<file path="src/common/fetch_macros.svh">
// Fetch stage macros for widths, reset PC and the decode bubble word
`ifndef FETCH_MACROS_SVH
`define FETCH_MACROS_SVH

// Halfword PC covers byte address bits 18:1
`define FETCH_PC_W 18

// Instruction word width
`define FETCH_XLEN 32

// PC loaded on reset
`define FETCH_RESET_PC 0

// addi x0, x0, 0 sent to decode on reset, flush or memory wait.
// An all-zero word would decode as an illegal instruction
`define FETCH_BUBBLE_INSN 32'h00000013

`endif

</file>
<file path="src/common/fetch_isa_pkg.sv">
// Fetch ISA package with instruction word, register index and opcode types
`include "fetch_macros.svh"

package fetch_isa_pkg;

   typedef logic [`FETCH_XLEN-1:0] insn_t;
   typedef logic [4:0]             reg_idx_t;
   typedef logic [2:0]             creg_t;    // Compressed register, x8..x15

   // Major opcodes produced by the expander or checked by the predictor
   typedef enum logic [6:0] {
      OP     = 7'b0110011,
      OP_IMM = 7'b0010011,
      LUI    = 7'b0110111,
      LOAD   = 7'b0000011,
      STORE  = 7'b0100011,
      BRANCH = 7'b1100011,
      JAL    = 7'b1101111,
      JALR   = 7'b1100111,
      SYSTEM = 7'b1110011
   } opcode_e;

   // Registers with a fixed role in compressed forms
   localparam reg_idx_t REG_ZERO = 5'd0;
   localparam reg_idx_t REG_RA   = 5'd1;
   localparam reg_idx_t REG_SP   = 5'd2;

   // rd'/rs1'/rs2' select from x8 upwards
   function automatic reg_idx_t creg_to_idx(creg_t r);
      return {2'b01, r};
   endfunction

endpackage

</file>
<file path="src/common/fetch_pipe_pkg.sv">
// Fetch pipeline package with PC, prediction, redirect and decode bundle types
`include "fetch_macros.svh"

package fetch_pipe_pkg;
   import fetch_isa_pkg::*;

   typedef logic [`FETCH_PC_W-1:0] pc_t;    // Halfword address

   typedef struct packed {
      insn_t insn;            // Always a 32-bit encoding
      logic  is_compressed;   // Source was a 16-bit word
   } fetch_word_t;

   typedef struct packed {
      logic taken;
      pc_t  target;
   } prediction_t;

   typedef struct packed {
      logic valid;
      pc_t  target;
   } redirect_t;

   // 68 bits towards decode
   typedef struct packed {
      insn_t insn;
      pc_t   pc;
      pc_t   pc_seq;
   } dec_bundle_t;

   typedef enum logic [1:0] {SRC_SEQ, SRC_PRED, SRC_REDIRECT} pc_src_e;

endpackage

</file>
<file path="src/rvc/rvc_expander.sv">
// RVC expander, turns 16-bit compressed words into their 32-bit encodings
`timescale 1ns/1ps

module rvc_expander import fetch_isa_pkg::*, fetch_pipe_pkg::*; (
   input  insn_t       raw_i,
   output fetch_word_t word_o
);

   logic [15:0] c;
   logic        is_c;
   reg_idx_t    rd;
   reg_idx_t    rs2;
   reg_idx_t    rdp;       // rd'/rs2' from bits 4:2
   reg_idx_t    rs1p;      // rs1'/rd' from bits 9:7
   reg_idx_t    link;
   insn_t       exp_insn;

   assign c    = raw_i[15:0];
   assign is_c = (raw_i[1:0] != 2'b11);
   assign rd   = c[11:7];
   assign rs2  = c[6:2];
   assign rdp  = creg_to_idx(c[4:2]);
   assign rs1p = creg_to_idx(c[9:7]);
   assign link = c[15] ? REG_ZERO : REG_RA;   // C.J vs C.JAL

   always_comb begin
      exp_insn = '0;   // Illegal unless a pattern below matches
      casez ({c[15:13], c[1:0]})
         5'b000_00: begin   // C.ADDI4SPN
            if (c[12:5] != 8'd0) begin
               exp_insn = {2'b00, c[10:7], c[12:11], c[5], c[6], 2'b00,
                           REG_SP, 3'b000, rdp, OP_IMM};
            end
         end
         5'b010_00: exp_insn = {5'd0, c[5], c[12:10], c[6], 2'b00, rs1p, 3'b010, rdp, LOAD};
         5'b110_00: exp_insn = {5'd0, c[5], c[12], rdp, rs1p, 3'b010,
                                c[11:10], c[6], 2'b00, STORE};   // C.SW
         5'b000_01: exp_insn = {{6{c[12]}}, c[12], c[6:2], rd, 3'b000, rd, OP_IMM};
         5'b?01_01: begin   // C.JAL and C.J share the offset layout
            exp_insn = {c[12], c[8], c[10:9], c[6], c[7], c[2], c[11], c[5:3],
                        {9{c[12]}}, link, JAL};
         end
         5'b010_01: exp_insn = {{6{c[12]}}, c[12], c[6:2], REG_ZERO, 3'b000, rd, OP_IMM};
         5'b011_01: begin
            if ({c[12], c[6:2]} != 6'd0) begin
               if (rd == REG_SP) begin   // C.ADDI16SP
                  exp_insn = {{3{c[12]}}, c[4:3], c[5], c[2], c[6], 4'b0000,
                              REG_SP, 3'b000, REG_SP, OP_IMM};
               end else begin
                  exp_insn = {{15{c[12]}}, c[6:2], rd, LUI};
               end
            end
         end
         5'b100_01: begin
            case (c[11:10])
               2'b00: begin   // C.SRLI, shamt[5] reserved on RV32
                  if (!c[12]) exp_insn = {7'b0000000, c[6:2], rs1p, 3'b101, rs1p, OP_IMM};
               end
               2'b01: begin   // C.SRAI
                  if (!c[12]) exp_insn = {7'b0100000, c[6:2], rs1p, 3'b101, rs1p, OP_IMM};
               end
               2'b10: exp_insn = {{6{c[12]}}, c[12], c[6:2], rs1p, 3'b111, rs1p, OP_IMM};
               default: begin
                  if (!c[12]) begin   // Register ALU ops, c[12] set is RV64 only
                     case (c[6:5])
                        2'b00:   exp_insn = {7'b0100000, rdp, rs1p, 3'b000, rs1p, OP};
                        2'b01:   exp_insn = {7'b0000000, rdp, rs1p, 3'b100, rs1p, OP};
                        2'b10:   exp_insn = {7'b0000000, rdp, rs1p, 3'b110, rs1p, OP};
                        default: exp_insn = {7'b0000000, rdp, rs1p, 3'b111, rs1p, OP};
                     endcase
                  end
               end
            endcase
         end
         5'b11?_01: begin   // C.BEQZ / C.BNEZ, funct3 low bit from c[13]
            exp_insn = {{4{c[12]}}, c[6:5], c[2], REG_ZERO, rs1p, 2'b00, c[13],
                        c[11:10], c[4:3], c[12], BRANCH};
         end
         5'b000_10: begin   // C.SLLI
            if (!c[12]) exp_insn = {7'b0000000, c[6:2], rd, 3'b001, rd, OP_IMM};
         end
         5'b010_10: begin   // C.LWSP, rd = x0 reserved
            if (rd != REG_ZERO) begin
               exp_insn = {4'd0, c[3:2], c[12], c[6:4], 2'b00, REG_SP, 3'b010, rd, LOAD};
            end
         end
         5'b100_10: begin
            if (!c[12]) begin
               if (rs2 == REG_ZERO) begin
                  if (rd != REG_ZERO) exp_insn = {12'd0, rd, 3'b000, REG_ZERO, JALR};  // C.JR
               end else begin
                  exp_insn = {7'd0, rs2, REG_ZERO, 3'b000, rd, OP};   // C.MV
               end
            end else if (rs2 == REG_ZERO) begin
               if (rd == REG_ZERO) begin
                  exp_insn = {12'd1, REG_ZERO, 3'b000, REG_ZERO, SYSTEM};   // C.EBREAK
               end else begin
                  exp_insn = {12'd0, rd, 3'b000, REG_RA, JALR};   // C.JALR
               end
            end else begin
               exp_insn = {7'd0, rs2, rd, 3'b000, rd, OP};   // C.ADD
            end
         end
         5'b110_10: exp_insn = {4'd0, c[8:7], c[12], rs2, REG_SP, 3'b010,
                                c[11:9], 2'b00, STORE};   // C.SWSP
         default: exp_insn = '0;
      endcase
   end

   assign word_o.insn          = is_c ? exp_insn : raw_i;
   assign word_o.is_compressed = is_c;

   // Every expansion must land on a 32-bit opcode or on the illegal word
   always_comb begin
      if (word_o.is_compressed) begin
         assert (word_o.insn[1:0] == 2'b11 || word_o.insn == '0)
            else $error("rvc_expander: bad expansion %h -> %h", c, word_o.insn);
      end
   end

endmodule

</file>
<file path="src/logic/branch_predict.sv">
// Static branch predictor, jal and backward branches taken
`timescale 1ns/1ps

module branch_predict import fetch_isa_pkg::*, fetch_pipe_pkg::*; (
   input  logic        clk_i,
   input  fetch_word_t word_i,
   input  pc_t         pc_i,
   output prediction_t pred_o
);

   opcode_e opcode;
   pc_t     j_off;    // Halfword offsets
   pc_t     b_off;
   pc_t     off;
   logic    taken;

   assign opcode = opcode_e'(word_i.insn[6:0]);

   // J immediate truncated to the PC width, wraps with the PC
   assign j_off = {word_i.insn[18:12], word_i.insn[20], word_i.insn[30:21]};

   // B immediate sign extended
   assign b_off = {{7{word_i.insn[31]}}, word_i.insn[7], word_i.insn[30:25],
                   word_i.insn[11:8]};

   always_comb begin
      taken = 1'b0;
      off   = b_off;
      case (opcode)
         JAL: begin
            taken = 1'b1;
            off   = j_off;
         end
         BRANCH: taken = b_off[`FETCH_PC_W-1];   // Backward loops only
         default: taken = 1'b0;                  // jalr left to execute
      endcase
   end

   assign pred_o.taken  = taken;
   assign pred_o.target = pc_i + off;

   a_taken_is_ctrl: assert property (@(posedge clk_i)
      pred_o.taken |-> (opcode == JAL || opcode == BRANCH))
      else $error("branch_predict: taken on opcode %b", word_i.insn[6:0]);

endmodule

</file>
<file path="src/logic/fetch_ctrl.sv">
// Fetch control, owns the PC, picks the next PC and registers the decode bundle
`timescale 1ns/1ps

`include "fetch_macros.svh"

module fetch_ctrl import fetch_pipe_pkg::*; (
   input  logic        clk_i,
   input  logic        rst_i,
   input  logic        stall_i,
   input  logic        flush_i,
   input  logic        mem_wait_i,
   input  fetch_word_t word_i,
   input  prediction_t pred_i,
   input  redirect_t   redirect_i,
   output pc_t         pc_o,
   output dec_bundle_t dec_o
);

   pc_t     pc_q;
   pc_t     pc_seq;
   pc_t     pc_next;
   pc_src_e pc_src;

   // Step in halfwords
   assign pc_seq = word_i.is_compressed ? pc_q + pc_t'(1) : pc_q + pc_t'(2);

   // Execute beats the prediction, prediction beats sequential
   always_comb begin
      if (redirect_i.valid) begin
         pc_src = SRC_REDIRECT;
      end else if (pred_i.taken) begin
         pc_src = SRC_PRED;
      end else begin
         pc_src = SRC_SEQ;
      end
   end

   always_comb begin
      case (pc_src)
         SRC_REDIRECT: pc_next = redirect_i.target;
         SRC_PRED:     pc_next = pred_i.target;
         default:      pc_next = pc_seq;
      endcase
   end

   always_ff @(posedge clk_i) begin
      if (rst_i) begin
         pc_q         <= pc_t'(`FETCH_RESET_PC);
         dec_o.insn   <= `FETCH_BUBBLE_INSN;
         dec_o.pc     <= '0;
         dec_o.pc_seq <= '0;
      end else if (!stall_i) begin
         if (mem_wait_i) begin
            // Data not valid, only a redirect may move the PC
            if (redirect_i.valid) begin
               pc_q <= redirect_i.target;
            end
            dec_o.insn <= `FETCH_BUBBLE_INSN;
         end else begin
            pc_q       <= pc_next;
            dec_o.insn <= flush_i ? `FETCH_BUBBLE_INSN : word_i.insn;
         end
         dec_o.pc     <= pc_q;
         dec_o.pc_seq <= pc_seq;
      end
   end

   assign pc_o = pc_q;

   a_redirect_loads: assert property (@(posedge clk_i) disable iff (rst_i)
      (!stall_i && redirect_i.valid) |=> (pc_o == $past(redirect_i.target)))
      else $error("fetch_ctrl: redirect target not on pc_o");

   // Decode back-pressure must not lose or change the held bundle
   a_stall_holds: assert property (@(posedge clk_i) disable iff (rst_i)
      stall_i |=> $stable(dec_o))
      else $error("fetch_ctrl: dec_o changed across a stall");

endmodule

</file>
<file path="src/logic/fetch_top.sv">
// Instruction fetch stage top, connects expander, static predictor and control
`timescale 1ns/1ps

module fetch_top import fetch_isa_pkg::*, fetch_pipe_pkg::*; (
   input  logic        clk_i,
   input  logic        rst_i,
   input  logic        stall_i,
   input  logic        flush_i,
   input  logic        mem_wait_i,
   input  insn_t       mem_data_i,
   input  redirect_t   redirect_i,
   output pc_t         mem_addr_o,
   output dec_bundle_t dec_o
);

   fetch_word_t word;   // Expanded memory word
   prediction_t pred;
   pc_t         pc;

   rvc_expander u_rvc_expander (
      .raw_i  (mem_data_i),
      .word_o (word)
   );

   branch_predict u_branch_predict (
      .clk_i  (clk_i),
      .word_i (word),
      .pc_i   (pc),
      .pred_o (pred)
   );

   fetch_ctrl u_fetch_ctrl (
      .clk_i      (clk_i),
      .rst_i      (rst_i),
      .stall_i    (stall_i),
      .flush_i    (flush_i),
      .mem_wait_i (mem_wait_i),
      .word_i     (word),
      .pred_i     (pred),
      .redirect_i (redirect_i),
      .pc_o       (pc),
      .dec_o      (dec_o)
   );

   assign mem_addr_o = pc;   // Memory sees the live PC

endmodule

</file>
<file path="config.mk">
export PLATFORM = sky130hd
export DESIGN_NAME = fetch_top
export DESIGN_NICKNAME = d
export VERILOG_FILES = /design/src/common/fetch_isa_pkg.sv /design/src/common/fetch_pipe_pkg.sv /design/src/rvc/rvc_expander.sv /design/src/logic/branch_predict.sv /design/src/logic/fetch_ctrl.sv /design/src/logic/fetch_top.sv
export VERILOG_INCLUDE_DIRS = /design/src /design/src/common
export SDC_FILE = /design/constraint.sdc
export NUM_CORES = 1
export LEC_CHECK = 0
export BUFFER_PORTS_ARGS = -buffer_cell sky130_fd_sc_hd__clkbuf_2
export CAP_MARGIN = 20
export CORE_UTILIZATION = 56
export CTS_BUF_LIST = sky130_fd_sc_hd__clkbuf_4 sky130_fd_sc_hd__clkbuf_8
export CTS_CLUSTER_DIAMETER = 40
export DETAILED_ROUTE_END_ITERATION = 10
export PLACE_DENSITY = 0.83
export SETUP_SLACK_MARGIN = 0.1
export SKIP_LAST_GASP = 1
export SLEW_MARGIN = 5
export SYNTH_ARGS = -nofsm -noshare
export SYNTH_HDL_FRONTEND = slang
export SYNTH_SLANG_ARGS = --single-unit
</file>
<file path="constraint.sdc">
create_clock -name clk_i -period 8.5 [get_ports clk_i]
set_input_delay 2.55 -clock clk_i [delete_from_list [all_inputs] [get_ports clk_i]]
set_output_delay 2.55 -clock clk_i [all_outputs]
set_load 0.01 [all_outputs]
</file>
==> out/metrics.yaml <==
die-width_um: 105
crit_path_buffers_inverters: 2
timing.critical_path.from_type: "primary input"
cts_buffers: 9
ys_warn_count: 0
ir_drop_v: 0.000188
gpl.final_weighted_congestion: 1.09
synth.area.top_cells: "sky130_fd_sc_hd__dfxtp_1 29%, sky130_fd_sc_hd__nor2_1 7.6%, sky130_fd_sc_hd__mux2i_1 5.8%"
first_global_vias: 6347
ys.flop_type: "sky130_fd_sc_hd__dfxtp_1"
cp_max_fo: 10
fin_setup_tns_ps: 0
start_util_pct: 57.3
timing.final.ws_setup_ps: 995
clock_tree_root_buffer_cell: "sky130_fd_sc_hd__clkbuf_8"
drt_iter0_markers: 1093
cpLargestDelayFamily: "simple AND/OR/NAND/NOR gates"
antenna_found_initial: 0
cts_post_setup_buffers_inserted: 0
layout_min_cycle_time_ps: 7510
max_stage_delay_ps: 1030
holdCritPathClass: "register to register"
worst-endpoint-required_ps: 8760
max-cap-violations: 0
setup_violations: 0
preCtsSetupSlack_ps: 821
flow.area_growth_from_synthesis_pct: 18.1
yosysUniqueCellTypes: 79
synthCells: 775
route.antenna.remaining_nets: 0
end_kind: "register"
vias_per_cell: 6.56
dieArea_sq_um: 10900
synthesis.area_per_instance_sq_um: 7.60
worst_path_max_delay_cell: "sky130_fd_sc_hd__nor3_1"
ctsHoldBuffers: 0
start_point_of_the_critical_path: "mem_data_i[13]"
hold_start: "u_fetch_ctrl.dec_o[37]"
final_cell_mix: "140 x sky130_fd_sc_hd__clkbuf_2, 119 x sky130_fd_sc_hd__nor2_1, 86 x sky130_fd_sc_hd__dfxtp_1"
final.hold.worst_slack_ps: 460
area_share_of_the_leading_cell_type_in_the_synthesized_netlist_pct: 29.2
layout.nets: 973
worst-endpoint-arrival_ps: 7770
worst_clock_skew_ps: 15.2
ys_seq_area_share_pct: 29.2
static-leakage-power_uw: 0.00308
pwr_density_cell_nw_per_um2: 149
overflow: 0
worstMarginPinSlew_ps: 1210
cts_tree: "built"
synthesis.area_sq_um: 5890
grt_usage_pct: 39.8
totalWireLength_mm: 21.9
route.detailed.drc: 0
status: "finished, final reports clean"
numClockSinks: 86
timing.max_slew.rel_slack_pct: 18.6
drive_gt1_share_pct: 22.1
post_drt_wl_per_cell_um: 21.1
most_common_cell_after_layout_fill_and_taps_aside: "sky130_fd_sc_hd__clkbuf_2"
num_antenna_cells: 0
maxSlewViolCount: 0
layout_worst_path_cycle_share_pct: 88.3
synth_edf_count: 0
core_area_sq_um: 10300
max_clock_freq_ghz: 0.133
floorplan.rows: 37
clockBufferDepth: 2
rsz0062_at_grt: "false"
cp_cell_sequence: "clkbuf_2 -> clkinv_1 -> nor3_1 -> a31oi_1 -> and4bb_2 -> and3_1 -> mux2_2 -> ha_1 -> fa_1 -> a21o_1 -> a211oi_1 -> o21ai_0 -> o41ai_1 -> xor2_1 -> mux2i_1 -> a221oi_1 -> nor2_1"
detailroute.via_count: 6812
clock_tree.htree_level_count: 3
io_buffers: 141
synth_top_cell_by_area: "sky130_fd_sc_hd__dfxtp_1"
ios: 142
synth.ff_latch_count: 86
drt-pass1-iter-count: 8
clk_pin_slew_worst_paths_ps: 100
worstSkewPairLatency_ps: 380
die_h_um: 105
async_reset_ff_share_pct: 0
regToRegStartpoint: "u_fetch_ctrl.pc_o[0]"
post-dp-hpwl_mm: 16.3
grt_pass1_wl_mm: 34.1
total_of_fill_cells_in_the_finished_design: 896
timing.setup.critical_path_class: "primary input to register"
timing_hold_violations_final: 0
pin_count_of_the_biggest_net_entering_global_routing: 77
post_cts_resize_count: 0
synth_nets: 851
stage by stage:
step / total power, uW / util (%) / cell area (sq um) / cells
2_1_floorplan: 593 / - / 5890 / 775
3_3_place_gp: 678 / 65.4 / 6720 / 1022
3_5_place_dp: 678 / 65.4 / 6720 / 1022
4_1_cts: 1020 / 67.7 / 6960 / 1038
5_1_grt: 1070 / 67.7 / 6960 / 1038
6_report: 1030 / 67.7 / 6960 / 1038
metal layers:
| layer | GRT usage, % | up-vias | share of wire (%) |
|---|---|---|---|
| met5 | 0 | - | 0 |
| met4 | 19.4 | 0 | 4.7 |
| met3 | 8.36 | 92 | 11 |
| met2 | 62.8 | 492 | 45 |
| met1 | 51.6 | 3142 | 39 |
| li1 | - | 3086 | - |
cell families (layout without fill, tap and decap cells):
| kind of cell | Yosys count | count (layout) | synth area share, % |
|---|---|---|---|
| AO/OA/AOI/OAI | 244 | 244 | 28.0 |
| XOR/XNOR | 31 | 31 | 4.61 |
| adder cells (fa/ha/maj) | 20 | 20 | 4.37 |
| buffers and inverters | 63 | 190 | 4.27 |
| flip-flops | 86 | 86 | 29.2 |
| multiplexers | 39 | 39 | 6.73 |
| AND/OR/NAND/NOR | 292 | 292 | 22.8 |
final cells by class:
type	count	area, sq um	area share (%)
repair buffers	158	833	12.0
clock inverters	7	113	1.62
flip-flops and latches	86	1720	24.7
well taps	136	170	2.45
multi-input cells	626	3940	56.6
clock buffers	9	124	1.78
inverters	16	60.1	0.863
sequential cells by signal (all words and copies together), names as in the netlist:
signal and flops:
u_fetch_ctrl.dec_o 68, u_fetch_ctrl.pc_o 18
synth_stat cells (all sizes together) (8+ instances only):
library cell	instances
a211oi	9
a21o	10
a21oi	54
a221oi	10
a22oi	37
and3	8
buf	13
clkbuf	34
dfxtp	86
ha	19
inv	13
mux2i	34
nand2	75
nand3	19
nor2	119
nor3	22
o211ai	8
o21ai	50
xnor2	15
xor2	16
worst register-to-register path: stages (launching register included):
cell and delay, ps:
sky130_fd_sc_hd__dfxtp_1 430, sky130_fd_sc_hd__ha_1 290, sky130_fd_sc_hd__fa_1 420, sky130_fd_sc_hd__a21o_1 210
sky130_fd_sc_hd__a211oi_1 410, sky130_fd_sc_hd__o21ai_0 190, sky130_fd_sc_hd__o41ai_1 340, sky130_fd_sc_hd__xor2_1 260
sky130_fd_sc_hd__mux2i_1 110, sky130_fd_sc_hd__a221oi_1 270, sky130_fd_sc_hd__nor2_1 80
path summary, 6_finish.rpt:
check | to | slack [ps] | depth (start not counted)
setup / recovery | u_fetch_ctrl.pc_o[10] | 990 | 17
hold / removal | u_fetch_ctrl.dec_o[37] | 460 | 2
setup reg to reg | u_fetch_ctrl.pc_o[10] | 5360 | 10
hold reg to reg | u_fetch_ctrl.dec_o[37] | 460 | 2
power breakdown:
group	internal, uW	leakage (uW)	switching [uW]
sequential	417	0.000699	17.5
combinational	88.7	0.00226	155
clock	172	0.000115	183
total	678	0.00308	355
Note: power is estimated with default switching activity, not from simulation.
